==> config.mk <==
export PLATFORM = sky130hd
export DESIGN_NAME = mem_subsystem_top
export DESIGN_NICKNAME = d
export VERILOG_FILES = /design/src/hdl/mem_pkg.sv /design/src/hdl/fetch_controller.sv /design/src/hdl/fetch_unit.sv /design/src/hdl/load_store_unit.sv /design/src/hdl/axi_lite_arbiter.sv /design/src/hdl/axi_lite_sram.sv /design/src/hdl/mem_subsystem_top.sv
export VERILOG_INCLUDE_DIRS = /design/src /design/src/hdl
export SDC_FILE = /design/constraint.sdc
export NUM_CORES = 2
export LEC_CHECK = 0
export BUFFER_PORTS_ARGS = -buffer_cell sky130_fd_sc_hd__buf_2
export CORE_UTILIZATION = 27
export CTS_BUF_LIST = sky130_fd_sc_hd__clkbuf_8
export DETAILED_ROUTE_END_ITERATION = 8
export GPL_TIMING_DRIVEN = 1
export PLACE_DENSITY = 0.49
export SLEW_MARGIN = 20
export SYNTH_ARGS = -nofsm -noshare
export SYNTH_HDL_FRONTEND = slang
export SYNTH_SLANG_ARGS = --single-unit
export TNS_END_PERCENT = 30
==> constraint.sdc <==
create_clock -name clock -period 4.5 [get_ports clock]
set_input_delay 0 -clock clock [delete_from_list [all_inputs] [get_ports clock]]
set_output_delay 0 -clock clock [all_outputs]
set_load 0.05 [all_outputs]
==> src/hdl/mem_params.svh <==
`ifndef MEM_PARAMS_SVH
`define MEM_PARAMS_SVH

// ----------------------------------------------------------------------
// Bus widths
// ----------------------------------------------------------------------
`define MEM_ADDR_W 32
`define MEM_DATA_W 32

// SRAM depth in words, higher word indexes are out of range
`define MEM_WORDS 64

// ----------------------------------------------------------------------
// AXI response codes
// ----------------------------------------------------------------------
`define AXI_RESP_OKAY   2'b00
`define AXI_RESP_SLVERR 2'b10

`endif

==> src/hdl/mem_pkg.sv <==
`default_nettype none

`include "mem_params.svh"

package mem_pkg;

  // Bus payloads
  typedef logic [`MEM_ADDR_W-1:0] addr_t;
  typedef logic [`MEM_DATA_W-1:0] data_t;
  typedef logic [1:0]             resp_t;

  // SRAM word select, byte address bits 7:2
  typedef logic [5:0]             word_index_t;

  // Fetch handshake sequence
  typedef enum logic [1:0] {
    idle,
    wait_arready,
    wait_rvalid,
    wait_ready
  } fetch_state_t;

  // Load-store sequence
  typedef enum logic [2:0] {
    lsu_idle,
    lsu_read_addr,
    lsu_read_data,
    lsu_write_req,
    lsu_write_resp,
    lsu_respond
  } lsu_state_t;

  // Read arbiter lock
  typedef enum logic {
    arb_idle,
    arb_locked
  } arb_state_t;

endpackage

`default_nettype wire

==> src/hdl/fetch_controller.sv <==
`default_nettype none

module fetch_controller import mem_pkg::*; (
  input  logic clock,
  input  logic reset,

  // Upstream pc handshake
  input  logic valid_pre_i,
  output logic ready_pre_o,

  // Downstream instruction handshake
  output logic valid_post_o,
  input  logic ready_post_i,

  // Register load strobes
  output logic pc_we_o,
  output logic inst_we_o,

  // Read address channel
  input  logic arready_i,
  output logic arvalid_o,

  // Read data channel
  input  logic rvalid_i,
  output logic rready_o
);

  fetch_state_t state_q;
  fetch_state_t state_d;

  // ----------------------------------------------------------------------
  // Handshake outputs, decoded straight from the state
  // ----------------------------------------------------------------------
  assign ready_pre_o  = (state_q == idle);
  assign arvalid_o    = (state_q == wait_arready);
  assign rready_o     = (state_q == wait_rvalid);
  assign valid_post_o = (state_q == wait_ready);

  // Capture pc on accept, instruction on the R beat
  assign pc_we_o   = valid_pre_i && ready_pre_o;
  assign inst_we_o = rvalid_i && rready_o;

  always_ff @(posedge clock) begin
    if (reset) begin
      state_q <= idle;
    end else begin
      state_q <= state_d;
    end
  end

  // Each state waits on exactly one handshake
  always_comb begin
    state_d = state_q;
    case (state_q)
      idle:         if (valid_pre_i)  state_d = wait_arready;
      wait_arready: if (arready_i)    state_d = wait_rvalid;
      wait_rvalid:  if (rvalid_i)     state_d = wait_ready;
      wait_ready:   if (ready_post_i) state_d = idle;
      default:                        state_d = idle;
    endcase
  end

  // Address request not withdrawn before the slave takes it
  arvalid_held: assert property (
    @(posedge clock) disable iff (reset)
    arvalid_o && !arready_i |=> arvalid_o
  );

endmodule

`default_nettype wire

==> src/hdl/fetch_unit.sv <==
`default_nettype none

`include "mem_params.svh"

module fetch_unit import mem_pkg::*; (
  input  logic  clock,
  input  logic  reset,

  // Program counter from upstream
  input  logic  pc_valid_i,
  input  addr_t pc_i,
  output logic  pc_ready_o,

  // Fetched instruction to downstream
  output logic  inst_valid_o,
  output data_t inst_o,
  output addr_t inst_pc_o,
  output logic  inst_err_o,
  input  logic  inst_ready_i,

  // AXI4-Lite read master
  output addr_t m_araddr_o,
  output logic  m_arvalid_o,
  input  logic  m_arready_i,
  input  data_t m_rdata_i,
  input  resp_t m_rresp_i,
  input  logic  m_rvalid_i,
  output logic  m_rready_o
);

  logic  pc_we;
  logic  inst_we;
  addr_t pc_q;
  data_t inst_q;
  logic  err_q;

  fetch_controller fetch_controller_inst (
    .clock        (clock),
    .reset        (reset),
    .valid_pre_i  (pc_valid_i),
    .ready_pre_o  (pc_ready_o),
    .valid_post_o (inst_valid_o),
    .ready_post_i (inst_ready_i),
    .pc_we_o      (pc_we),
    .inst_we_o    (inst_we),
    .arready_i    (m_arready_i),
    .arvalid_o    (m_arvalid_o),
    .rvalid_i     (m_rvalid_i),
    .rready_o     (m_rready_o)
  );

  // ----------------------------------------------------------------------
  // Payload registers
  // ----------------------------------------------------------------------
  always_ff @(posedge clock) begin
    if (pc_we) begin
      pc_q <= pc_i;
    end
    if (inst_we) begin
      inst_q <= m_rdata_i;
      err_q  <= (m_rresp_i == `AXI_RESP_SLVERR);
    end
  end

  // pc stays put until the instruction is taken
  assign m_araddr_o = pc_q;
  assign inst_pc_o  = pc_q;
  assign inst_o     = inst_q;
  assign inst_err_o = err_q;

endmodule

`default_nettype wire

==> src/hdl/load_store_unit.sv <==
`default_nettype none

`include "mem_params.svh"

module load_store_unit import mem_pkg::*; (
  input  logic  clock,
  input  logic  reset,

  // Load and store requests
  input  logic  req_valid_i,
  output logic  req_ready_o,
  input  logic  req_write_i,
  input  addr_t req_addr_i,
  input  data_t req_wdata_i,

  // Completion back to the requester
  output logic  rsp_valid_o,
  input  logic  rsp_ready_i,
  output data_t rsp_rdata_o,
  output logic  rsp_err_o,

  // AXI4-Lite read master
  output addr_t m_araddr_o,
  output logic  m_arvalid_o,
  input  logic  m_arready_i,
  input  data_t m_rdata_i,
  input  resp_t m_rresp_i,
  input  logic  m_rvalid_i,
  output logic  m_rready_o,

  // AXI4-Lite write master
  output addr_t m_awaddr_o,
  output logic  m_awvalid_o,
  input  logic  m_awready_i,
  output data_t m_wdata_o,
  output logic  m_wvalid_o,
  input  logic  m_wready_i,
  input  resp_t m_bresp_i,
  input  logic  m_bvalid_i,
  output logic  m_bready_o
);

  lsu_state_t state_q;
  lsu_state_t state_d;

  addr_t addr_q;
  data_t wdata_q;
  data_t rdata_q;
  logic  err_q;

  logic  req_fire;
  logic  r_fire;
  logic  b_fire;

  // ----------------------------------------------------------------------
  // Handshakes decoded from the state
  // ----------------------------------------------------------------------
  assign req_ready_o = (state_q == lsu_idle);
  assign m_arvalid_o = (state_q == lsu_read_addr);
  assign m_rready_o  = (state_q == lsu_read_data);
  assign m_awvalid_o = (state_q == lsu_write_req);
  assign m_wvalid_o  = (state_q == lsu_write_req);
  assign m_bready_o  = (state_q == lsu_write_resp);
  assign rsp_valid_o = (state_q == lsu_respond);

  assign req_fire = req_valid_i && req_ready_o;
  assign r_fire   = m_rvalid_i && m_rready_o;
  assign b_fire   = m_bvalid_i && m_bready_o;

  // Registered request drives both address channels
  assign m_araddr_o  = addr_q;
  assign m_awaddr_o  = addr_q;
  assign m_wdata_o   = wdata_q;
  assign rsp_rdata_o = rdata_q;
  assign rsp_err_o   = err_q;

  always_ff @(posedge clock) begin
    if (reset) begin
      state_q <= lsu_idle;
    end else begin
      state_q <= state_d;
    end
  end

  always_comb begin
    state_d = state_q;
    case (state_q)
      lsu_idle:       if (req_valid_i) state_d = req_write_i ? lsu_write_req : lsu_read_addr;
      lsu_read_addr:  if (m_arready_i) state_d = lsu_read_data;
      lsu_read_data:  if (m_rvalid_i)  state_d = lsu_respond;
      // Slave takes address and data in the same cycle
      lsu_write_req:  if (m_awready_i && m_wready_i) state_d = lsu_write_resp;
      lsu_write_resp: if (m_bvalid_i)  state_d = lsu_respond;
      lsu_respond:    if (rsp_ready_i) state_d = lsu_idle;
      default:                         state_d = lsu_idle;
    endcase
  end

  // ----------------------------------------------------------------------
  // Request and response payload
  // ----------------------------------------------------------------------
  always_ff @(posedge clock) begin
    if (req_fire) begin
      addr_q  <= req_addr_i;
      wdata_q <= req_wdata_i;
    end
    if (r_fire) begin
      rdata_q <= m_rdata_i;
      err_q   <= (m_rresp_i == `AXI_RESP_SLVERR);
    end else if (b_fire) begin
      // Stores return no data
      rdata_q <= '0;
      err_q   <= (m_bresp_i == `AXI_RESP_SLVERR);
    end
  end

  // Write address and write data accepted as a pair
  aw_w_paired: assert property (
    @(posedge clock) disable iff (reset)
    m_awvalid_o && m_wvalid_o |-> m_awready_i == m_wready_i
  );

endmodule

`default_nettype wire

==> src/hdl/axi_lite_arbiter.sv <==
`default_nettype none

module axi_lite_arbiter import mem_pkg::*; (
  input  logic  clock,
  input  logic  reset,

  // Read slave port 0, fetch unit
  input  addr_t s0_araddr_i,
  input  logic  s0_arvalid_i,
  output logic  s0_arready_o,
  output data_t s0_rdata_o,
  output resp_t s0_rresp_o,
  output logic  s0_rvalid_o,
  input  logic  s0_rready_i,

  // Read slave port 1, load-store unit
  input  addr_t s1_araddr_i,
  input  logic  s1_arvalid_i,
  output logic  s1_arready_o,
  output data_t s1_rdata_o,
  output resp_t s1_rresp_o,
  output logic  s1_rvalid_o,
  input  logic  s1_rready_i,

  // Write slave port, load-store unit only
  input  addr_t s1_awaddr_i,
  input  logic  s1_awvalid_i,
  output logic  s1_awready_o,
  input  data_t s1_wdata_i,
  input  logic  s1_wvalid_i,
  output logic  s1_wready_o,
  output resp_t s1_bresp_o,
  output logic  s1_bvalid_o,
  input  logic  s1_bready_i,

  // Master port toward the SRAM
  output addr_t m_araddr_o,
  output logic  m_arvalid_o,
  input  logic  m_arready_i,
  input  data_t m_rdata_i,
  input  resp_t m_rresp_i,
  input  logic  m_rvalid_i,
  output logic  m_rready_o,
  output addr_t m_awaddr_o,
  output logic  m_awvalid_o,
  input  logic  m_awready_i,
  output data_t m_wdata_o,
  output logic  m_wvalid_o,
  input  logic  m_wready_i,
  input  resp_t m_bresp_i,
  input  logic  m_bvalid_i,
  output logic  m_bready_o
);

  arb_state_t state_q;
  logic       grant_q;
  logic       prio_q;
  logic       grant;
  logic       arb_open;
  logic       write_open;

  // ----------------------------------------------------------------------
  // Grant select, 0 for fetch and 1 for load-store
  // ----------------------------------------------------------------------
  assign arb_open = (state_q == arb_idle);

  always_comb begin
    if (!arb_open) begin
      grant = grant_q;
    end else if (s0_arvalid_i && s1_arvalid_i) begin
      grant = prio_q;
    end else begin
      grant = s1_arvalid_i;
    end
  end

  // Address channel only while unlocked
  assign m_araddr_o   = grant ? s1_araddr_i : s0_araddr_i;
  assign m_arvalid_o  = arb_open && (grant ? s1_arvalid_i : s0_arvalid_i);
  assign s0_arready_o = arb_open && !grant && m_arready_i;
  assign s1_arready_o = arb_open && grant && m_arready_i;

  // Data channel steered to the locked owner
  assign m_rready_o  = !arb_open && (grant_q ? s1_rready_i : s0_rready_i);
  assign s0_rvalid_o = !arb_open && !grant_q && m_rvalid_i;
  assign s1_rvalid_o = !arb_open && grant_q && m_rvalid_i;
  assign s0_rdata_o  = m_rdata_i;
  assign s0_rresp_o  = m_rresp_i;
  assign s1_rdata_o  = m_rdata_i;
  assign s1_rresp_o  = m_rresp_i;

  // ----------------------------------------------------------------------
  // Write pass-through, held off during a read
  // ----------------------------------------------------------------------
  assign write_open   = arb_open && !m_arvalid_o;
  assign m_awaddr_o   = s1_awaddr_i;
  assign m_awvalid_o  = s1_awvalid_i && write_open;
  assign s1_awready_o = m_awready_i && write_open;
  assign m_wdata_o    = s1_wdata_i;
  assign m_wvalid_o   = s1_wvalid_i && write_open;
  assign s1_wready_o  = m_wready_i && write_open;
  assign s1_bresp_o   = m_bresp_i;
  assign s1_bvalid_o  = m_bvalid_i;
  assign m_bready_o   = s1_bready_i;

  // Lock on AR beat, release on R beat
  always_ff @(posedge clock) begin
    if (reset) begin
      state_q <= arb_idle;
      grant_q <= 1'b0;
      prio_q  <= 1'b0;
    end else if (arb_open) begin
      if (m_arvalid_o && m_arready_i) begin
        state_q <= arb_locked;
        grant_q <= grant;
        // Other master wins the next tie
        prio_q  <= !grant;
      end
    end else if (m_rvalid_i && m_rready_o) begin
      state_q <= arb_idle;
    end
  end

  // Owner kept until its read data has gone through
  grant_stable: assert property (
    @(posedge clock) disable iff (reset)
    !arb_open && !(m_rvalid_i && m_rready_o) |=> !arb_open && $stable(grant_q)
  );

endmodule

`default_nettype wire

==> src/hdl/axi_lite_sram.sv <==
`default_nettype none

`include "mem_params.svh"

module axi_lite_sram import mem_pkg::*; (
  input  logic  clock,
  input  logic  reset,

  // Read channels
  input  addr_t s_araddr_i,
  input  logic  s_arvalid_i,
  output logic  s_arready_o,
  output data_t s_rdata_o,
  output resp_t s_rresp_o,
  output logic  s_rvalid_o,
  input  logic  s_rready_i,

  // Write channels
  input  addr_t s_awaddr_i,
  input  logic  s_awvalid_i,
  output logic  s_awready_o,
  input  data_t s_wdata_i,
  input  logic  s_wvalid_i,
  output logic  s_wready_o,
  output resp_t s_bresp_o,
  output logic  s_bvalid_o,
  input  logic  s_bready_i
);

  localparam addr_t word_limit = addr_t'(`MEM_WORDS);

  data_t       mem [`MEM_WORDS];

  logic        rd_pend_q;
  data_t       rdata_q;
  resp_t       rresp_q;
  logic        wr_pend_q;
  resp_t       bresp_q;

  logic        ar_fire;
  logic        r_fire;
  logic        w_fire;
  logic        b_fire;
  logic        ar_in_range;
  logic        aw_in_range;
  word_index_t ar_index;
  word_index_t aw_index;

  // ----------------------------------------------------------------------
  // Address decode and range check
  // ----------------------------------------------------------------------
  assign ar_index    = s_araddr_i[7:2];
  assign aw_index    = s_awaddr_i[7:2];
  // Full word address compared, not just the index bits
  assign ar_in_range = (s_araddr_i >> 2) < word_limit;
  assign aw_in_range = (s_awaddr_i >> 2) < word_limit;

  // One read and one write in flight at most
  assign s_arready_o = !rd_pend_q;
  assign s_awready_o = s_awvalid_i && s_wvalid_i && !wr_pend_q;
  assign s_wready_o  = s_awvalid_i && s_wvalid_i && !wr_pend_q;

  assign ar_fire = s_arvalid_i && s_arready_o;
  assign r_fire  = s_rvalid_o && s_rready_i;
  assign w_fire  = s_awvalid_i && s_awready_o;
  assign b_fire  = s_bvalid_o && s_bready_i;

  assign s_rvalid_o = rd_pend_q;
  assign s_rdata_o  = rdata_q;
  assign s_rresp_o  = rresp_q;
  assign s_bvalid_o = wr_pend_q;
  assign s_bresp_o  = bresp_q;

  always_ff @(posedge clock) begin
    if (reset) begin
      rd_pend_q <= 1'b0;
      wr_pend_q <= 1'b0;
    end else begin
      if (ar_fire) begin
        rd_pend_q <= 1'b1;
      end else if (r_fire) begin
        rd_pend_q <= 1'b0;
      end
      if (w_fire) begin
        wr_pend_q <= 1'b1;
      end else if (b_fire) begin
        wr_pend_q <= 1'b0;
      end
    end
  end

  // ----------------------------------------------------------------------
  // Word array and response payload
  // ----------------------------------------------------------------------
  always_ff @(posedge clock) begin
    // Out-of-range stores dropped
    if (w_fire && aw_in_range) begin
      mem[aw_index] <= s_wdata_i;
    end
    if (w_fire) begin
      bresp_q <= aw_in_range ? `AXI_RESP_OKAY : `AXI_RESP_SLVERR;
    end
    if (ar_fire) begin
      rdata_q <= ar_in_range ? mem[ar_index] : '0;
      rresp_q <= ar_in_range ? `AXI_RESP_OKAY : `AXI_RESP_SLVERR;
    end
  end

endmodule

`default_nettype wire

==> src/hdl/mem_subsystem_top.sv <==
`default_nettype none

module mem_subsystem_top import mem_pkg::*; (
  input  logic  clock,
  input  logic  reset,

  // Fetch side
  input  logic  pc_valid_i,
  input  addr_t pc_i,
  output logic  pc_ready_o,
  output logic  inst_valid_o,
  output data_t inst_o,
  output addr_t inst_pc_o,
  output logic  inst_err_o,
  input  logic  inst_ready_i,

  // Load-store side
  input  logic  req_valid_i,
  output logic  req_ready_o,
  input  logic  req_write_i,
  input  addr_t req_addr_i,
  input  data_t req_wdata_i,
  output logic  rsp_valid_o,
  input  logic  rsp_ready_i,
  output data_t rsp_rdata_o,
  output logic  rsp_err_o
);

  // ----------------------------------------------------------------------
  // Fetch read master, arbiter port 0
  // ----------------------------------------------------------------------
  addr_t f_araddr;
  logic  f_arvalid;
  logic  f_arready;
  data_t f_rdata;
  resp_t f_rresp;
  logic  f_rvalid;
  logic  f_rready;

  // ----------------------------------------------------------------------
  // Load-store master, arbiter port 1
  // ----------------------------------------------------------------------
  addr_t l_araddr;
  logic  l_arvalid;
  logic  l_arready;
  data_t l_rdata;
  resp_t l_rresp;
  logic  l_rvalid;
  logic  l_rready;
  addr_t l_awaddr;
  logic  l_awvalid;
  logic  l_awready;
  data_t l_wdata;
  logic  l_wvalid;
  logic  l_wready;
  resp_t l_bresp;
  logic  l_bvalid;
  logic  l_bready;

  // Arbiter to SRAM
  addr_t s_araddr;
  logic  s_arvalid;
  logic  s_arready;
  data_t s_rdata;
  resp_t s_rresp;
  logic  s_rvalid;
  logic  s_rready;
  addr_t s_awaddr;
  logic  s_awvalid;
  logic  s_awready;
  data_t s_wdata;
  logic  s_wvalid;
  logic  s_wready;
  resp_t s_bresp;
  logic  s_bvalid;
  logic  s_bready;

  fetch_unit fetch_unit_inst (
    .clock        (clock),
    .reset        (reset),
    .pc_valid_i   (pc_valid_i),
    .pc_i         (pc_i),
    .pc_ready_o   (pc_ready_o),
    .inst_valid_o (inst_valid_o),
    .inst_o       (inst_o),
    .inst_pc_o    (inst_pc_o),
    .inst_err_o   (inst_err_o),
    .inst_ready_i (inst_ready_i),
    .m_araddr_o   (f_araddr),
    .m_arvalid_o  (f_arvalid),
    .m_arready_i  (f_arready),
    .m_rdata_i    (f_rdata),
    .m_rresp_i    (f_rresp),
    .m_rvalid_i   (f_rvalid),
    .m_rready_o   (f_rready)
  );

  load_store_unit load_store_unit_inst (
    .clock       (clock),
    .reset       (reset),
    .req_valid_i (req_valid_i),
    .req_ready_o (req_ready_o),
    .req_write_i (req_write_i),
    .req_addr_i  (req_addr_i),
    .req_wdata_i (req_wdata_i),
    .rsp_valid_o (rsp_valid_o),
    .rsp_ready_i (rsp_ready_i),
    .rsp_rdata_o (rsp_rdata_o),
    .rsp_err_o   (rsp_err_o),
    .m_araddr_o  (l_araddr),
    .m_arvalid_o (l_arvalid),
    .m_arready_i (l_arready),
    .m_rdata_i   (l_rdata),
    .m_rresp_i   (l_rresp),
    .m_rvalid_i  (l_rvalid),
    .m_rready_o  (l_rready),
    .m_awaddr_o  (l_awaddr),
    .m_awvalid_o (l_awvalid),
    .m_awready_i (l_awready),
    .m_wdata_o   (l_wdata),
    .m_wvalid_o  (l_wvalid),
    .m_wready_i  (l_wready),
    .m_bresp_i   (l_bresp),
    .m_bvalid_i  (l_bvalid),
    .m_bready_o  (l_bready)
  );

  axi_lite_arbiter axi_lite_arbiter_inst (
    .clock        (clock),
    .reset        (reset),
    .s0_araddr_i  (f_araddr),
    .s0_arvalid_i (f_arvalid),
    .s0_arready_o (f_arready),
    .s0_rdata_o   (f_rdata),
    .s0_rresp_o   (f_rresp),
    .s0_rvalid_o  (f_rvalid),
    .s0_rready_i  (f_rready),
    .s1_araddr_i  (l_araddr),
    .s1_arvalid_i (l_arvalid),
    .s1_arready_o (l_arready),
    .s1_rdata_o   (l_rdata),
    .s1_rresp_o   (l_rresp),
    .s1_rvalid_o  (l_rvalid),
    .s1_rready_i  (l_rready),
    .s1_awaddr_i  (l_awaddr),
    .s1_awvalid_i (l_awvalid),
    .s1_awready_o (l_awready),
    .s1_wdata_i   (l_wdata),
    .s1_wvalid_i  (l_wvalid),
    .s1_wready_o  (l_wready),
    .s1_bresp_o   (l_bresp),
    .s1_bvalid_o  (l_bvalid),
    .s1_bready_i  (l_bready),
    .m_araddr_o   (s_araddr),
    .m_arvalid_o  (s_arvalid),
    .m_arready_i  (s_arready),
    .m_rdata_i    (s_rdata),
    .m_rresp_i    (s_rresp),
    .m_rvalid_i   (s_rvalid),
    .m_rready_o   (s_rready),
    .m_awaddr_o   (s_awaddr),
    .m_awvalid_o  (s_awvalid),
    .m_awready_i  (s_awready),
    .m_wdata_o    (s_wdata),
    .m_wvalid_o   (s_wvalid),
    .m_wready_i   (s_wready),
    .m_bresp_i    (s_bresp),
    .m_bvalid_i   (s_bvalid),
    .m_bready_o   (s_bready)
  );

  axi_lite_sram axi_lite_sram_inst (
    .clock       (clock),
    .reset       (reset),
    .s_araddr_i  (s_araddr),
    .s_arvalid_i (s_arvalid),
    .s_arready_o (s_arready),
    .s_rdata_o   (s_rdata),
    .s_rresp_o   (s_rresp),
    .s_rvalid_o  (s_rvalid),
    .s_rready_i  (s_rready),
    .s_awaddr_i  (s_awaddr),
    .s_awvalid_i (s_awvalid),
    .s_awready_o (s_awready),
    .s_wdata_i   (s_wdata),
    .s_wvalid_i  (s_wvalid),
    .s_wready_o  (s_wready),
    .s_bresp_o   (s_bresp),
    .s_bvalid_o  (s_bvalid),
    .s_bready_i  (s_bready)
  );

endmodule

`default_nettype wire

==> summary.md <==
| Metric | Value |
|---|---|
| Status | finished, final reports clean |
| Final cycle utilization of the critical path | 0.965 |
| Routed WL per cell | 27.9 µm |
| Simple-gate share of the synthesized area | 0.0853 |
| Crit path top cell by count | buf_4 |
| Overall Power | approximately 57 mW |
| Area contributors post-synth | edfxtp_1 78%, nand2_1 3.9%, a211oi_1 2.4%, o22ai_1 1.7%, nand3_1 1.6% |
| H-tree levels | 5 |
| Initial antenna violation count | 25 |
| GR Util met1 | 0.250 |
| Flop pwr share | 0.446 |
| RSZ-0062 raised after global routing | no |
| Sw Ratio | 0.347 |
| Async SR Flop Fraction | 0 |
| Worst Path Buf+Inv | 4 |
| CTS Sinks | 2252 |
| Initial drt markers | around 6800 |
| Initial DRT Pass Iterations | 8 |
| Crit path required time | around 5200 ps |
| Slowest CP cell | or4b_1 |
| Post-synthesis compound-gate area fraction | 0.0972 |
| XOR/XNOR share of the synthesized area | 0 |
| Worst hold slack | 94.7 ps |
| Site row count | 207 |
| Relative slew margins | 0.242 |
| Die Width | 568 µm |
| Crit path DAT | 5040 ps |
| Avg Vias per Cell | 5.17 |
| Flops & latches, synth | 2252 |
| Worst Hold Class | primary input to flip-flop |
| Area leader, netlist | edfxtp_1 |
| Reg2reg setup slack | about 160 ps |
| Critical path peak fanout | 16 |
| Critical Path Start | axi_lite_arbiter_inst.state_q |
| Reg2reg start | axi_lite_arbiter_inst.state_q |
| # nets final | between 6000 and 7000 |
| Clock power share | 0.296 |
| Synth warnings | 0 |
| Final setup violation count | 0 |
| Slowest stage delay, CP | 570 ps |
| Initial core utilization | 0.272 |
| First-pass GRT wire length | 421000 µm |
| Pin count of the biggest net entering global routing | 129 |
| Overall via count from detail_route | 56232 |
| Sequential area share after synthesis | 0.780 |
| Max-cap violation count | 0 |
| Synthesis-to-finish area growth | 19.9% |
| Slew of the pin with the lowest slew margin | approximately 1100 ps |
| Die ar. | 323000 µm² |
| WS Path Type | flip-flop to flip-flop |
| Cell Chain, Critical Path | or4b_1 -> o21ai_2 -> buf_4 -> mux2_4 -> buf_4 -> o211ai_1 -> buf_4 -> a31oi_1 -> a32oi_2 -> nand3_1 -> buf_4 -> a21o_1 |
| CTS tree | yes |
| Worst setup endpoint | axi_lite_sram_inst.s_rdata_o[17] |
| Pwr dens | between 500 and 600 nW/µm² |
| Number of port buffers | 202 |
| Count of pins over their slew limit | 0 |
| Root Driver | clkbuf_8 |
| Crit. End Element | flip-flop |
| Grt total ovfl | 0 |
| DRC viols | 0 |
| Post-synth EDFFs | 2242 |
| R2R cell count | 12 |
| Met3 track utilization from global routing | 0.0293 |
| Antenna-violating nets left | 0 |
| Synth unique cells | 81 |
| Tmin final | roughly 4300 ps |
| Skew final | approximately 120 ps |
| Top_reg_cell synth | edfxtp_1 |
| Final hold violations | 0 |
| Clk_lat worst skew | 1030 ps |
| Ports | 205 |
| GR Util All Layers | 0.182 |
| Net load switching power | 19.9 mW |
| Combinational share of power | 0.259 |
| Final WL | roughly 300000 µm |
| Post-synth top area share | 0.778 |
| Vias in the first global route | 54525 |
| Core ar. | 319000 µm² |
| Leakage | 33.5 nW |
| FMAX | between 200 and 250 MHz |
| CTS Buffer Depth | 4 |
| Cell count after synthesis | 5636 |
| Avg Synthesized Cell Area | 15.4 µm² |
| CP Launch Type | flip-flop |
| Clk slew on worst S/H paths | 70 ps |
| Placer Congestion | ~0.83 |
| CP top delay family | buffers and inverters |
| Mux contribution to synthesized area | 0.0157 |
| CTS Buf Count | roughly 380 |
| Adder-Cell Fraction of Synth Area | 0.000578 |
| Met2 Usage GRT | 0.298 |
| Post-synthesis cell area | ~87000 µm² |
| Reg2reg end | axi_lite_sram_inst.s_rdata_o[17] |
| Die Y | approximately 570 µm |
| Fraction of layout cells with a size suffix above 1 | 0.170 |
| Levels on crit path | 12 |
| Busiest layer in global routing | met2 |
| Post-CTS Setup Inserts | 0 |
| Power Internal | 37.3 mW |
| Largest family of logic cells by synthesized area | compound AO/OA/AOI/OAI gates |
| Max rail drop VDD | about 0.43 mV |
| HPWL Detailed | 172000 µm |
| Syn_nets | 5743 |
worst reg2reg max path, delay by kind of cell, from the launching register on:
family | cells | cell delay [ps]
simple gates | 2 | 820
buf+inv | 4 | 1160
flops | 1 | 460
mux | 1 | 420
compound gates | 5 | 1170
power by group through the flow:
stage	Combinational [mW]	Sequential, mW	Clock, mW
6_report	14.8	25.5	16.9
3_3_place_gp	14.3	26.0	0
5_1_grt	15.6	25.5	18.1
3_5_place_dp	14.4	26.0	0
4_1_cts	14.6	25.5	17.2
2_1_floorplan	7.41	26.3	0
flip-flops by register name (all words and copies together), names as in the netlist, 2 cells and up:
register / count
axi_lite_sram_inst.mem: 2048
axi_lite_sram_inst.s_rdata_o: 32
fetch_unit_inst.fetch_controller_inst.state_q: 2
fetch_unit_inst.inst_o: 32
fetch_unit_inst.inst_pc_o: 32
load_store_unit_inst.m_araddr_o: 30
load_store_unit_inst.m_wdata_o: 32
load_store_unit_inst.rsp_rdata_o: 32
load_store_unit_inst.state_q: 3
stage by stage:
stage                     TNS [ps]  setup slack (ps)  utilization  std cells  area [µm²]
final                            0               157        0.326      10867      104000
after global routing             0              11.1        0.326      10854      104000
after CTS                        0              55.5        0.325      10844      104000
after detailed placement         0               102        0.298       9984       94900
after global placement       -2080             -1140        0.298       9981       94900
after floorplan                  0               700            -       5636       86600
metal layers:
metal / part of all wire / up-vias
met3: 0.075 / 453
met5: 0.000089 / -
met1: 0.43 / 29318
met4: 0.022 / 4
met2: 0.47 / 2507
li1: - / 23950
synth_stat cells, types with 20 or more instances:
library cell,number
edfxtp_1,2242
nand3_1,272
o2111ai_1,31
a32oi_1,97
buf_4,23
clkbuf_1,139
inv_1,20
nor4_1,53
nor2_1,173
nand2_1,894
o21ai_0,142
a311oi_1,22
nand4_1,81
and2_1,42
a221oi_1,20
nor3_1,51
mux2i_1,130
and3_1,32
buf_1,44
buf_2,159
a31oi_1,98
o22ai_1,236
a21oi_1,100
a211oi_1,272
cell type report:
| class | instances | area (µm²) |
|---|---|---|
| antenna | 21 | 52.6 |
| clock buffer | 383 | 5270 |
| inverter | 20 | 76.3 |
| multi-input combinational | 2990 | 17900 |
| tap | 4180 | 5230 |
| fill | 31083 | 215000 |
| timing repair buffer | 743 | 6270 |
| sequential | 2252 | 67500 |
| clock inverter | 278 | 1490 |
logic make-up after synthesis:
group | Yosys count
adder cells (fa/ha/maj) | 4
buffers and inverters | 394
flip-flops | 2252
AND/OR/NAND/NOR | 1655
AO/OA/AOI/OAI | 1196
multiplexers | 135
how the worst min path moves through the flow:
stage,to,slack (ps),startpoint,cells past startpoint
2_1_floorplan,fetch_unit_inst.inst_pc_o[0],100,pc_i[0],0
3_3_place_gp,fetch_unit_inst.inst_pc_o[3],180,pc_i[3],1
3_5_place_dp,fetch_unit_inst.inst_pc_o[23],180,pc_i[23],1
4_1_cts,flip-flop,8,inst_ready_i,5
5_1_grt,flip-flop,100,inst_ready_i,5
6_report,flip-flop,90,inst_ready_i,5
cells in the final DEF, fill, tap and decap left out, types with 10 or more instances in the layout:
| master | synthesis | layout |
|---|---|---|
| buf_2 | 159 | 203 |
| a211o_1 | 15 | 15 |
| nand2_1 | 894 | 889 |
| and2_1 | 42 | 36 |
| edfxtp_1 | 2242 | 2242 |
| nand4_1 | 81 | 81 |
| mux2i_1 | 130 | 128 |
| buf_4 | 23 | 285 |
| a31oi_1 | 98 | 95 |
| a21oi_1 | 100 | 99 |
| a311oi_1 | 22 | 22 |
| nor3_1 | 51 | 50 |
| o221ai_1 | 16 | 16 |
| dlygate4sd3_1 | 0 | 199 |
| diode_2 | 0 | 21 |
| a221oi_1 | 20 | 20 |
| nor4_1 | 53 | 49 |
| bufinv_16 | 0 | 10 |
| clkinv_2 | 0 | 51 |
| clkinv_1 | 0 | 81 |
| dfxtp_1 | 10 | 10 |
| nand3_1 | 272 | 272 |
| clkinvlp_4 | 0 | 10 |
| a2111oi_0 | 18 | 13 |
| o21ai_0 | 142 | 142 |
| and3_1 | 32 | 32 |
| a22oi_1 | 18 | 18 |
| nor2_1 | 173 | 106 |
| a211oi_1 | 272 | 272 |
| nor2_4 | 0 | 65 |
| buf_12 | 0 | 51 |
| o31ai_1 | 15 | 15 |
| o2111ai_1 | 31 | 31 |
| inv_1 | 20 | 134 |
| a32oi_1 | 97 | 96 |
| clkbuf_8 | 0 | 383 |
| o22ai_1 | 236 | 236 |
timing repair:
item,4_1_cts,5_1_grt
resized for setup,0,7
endpoints found under the setup margin,0,7
hold buffers,199,0
hold endpoints to repair,198,0
Power figures use the tool's default switching activity.
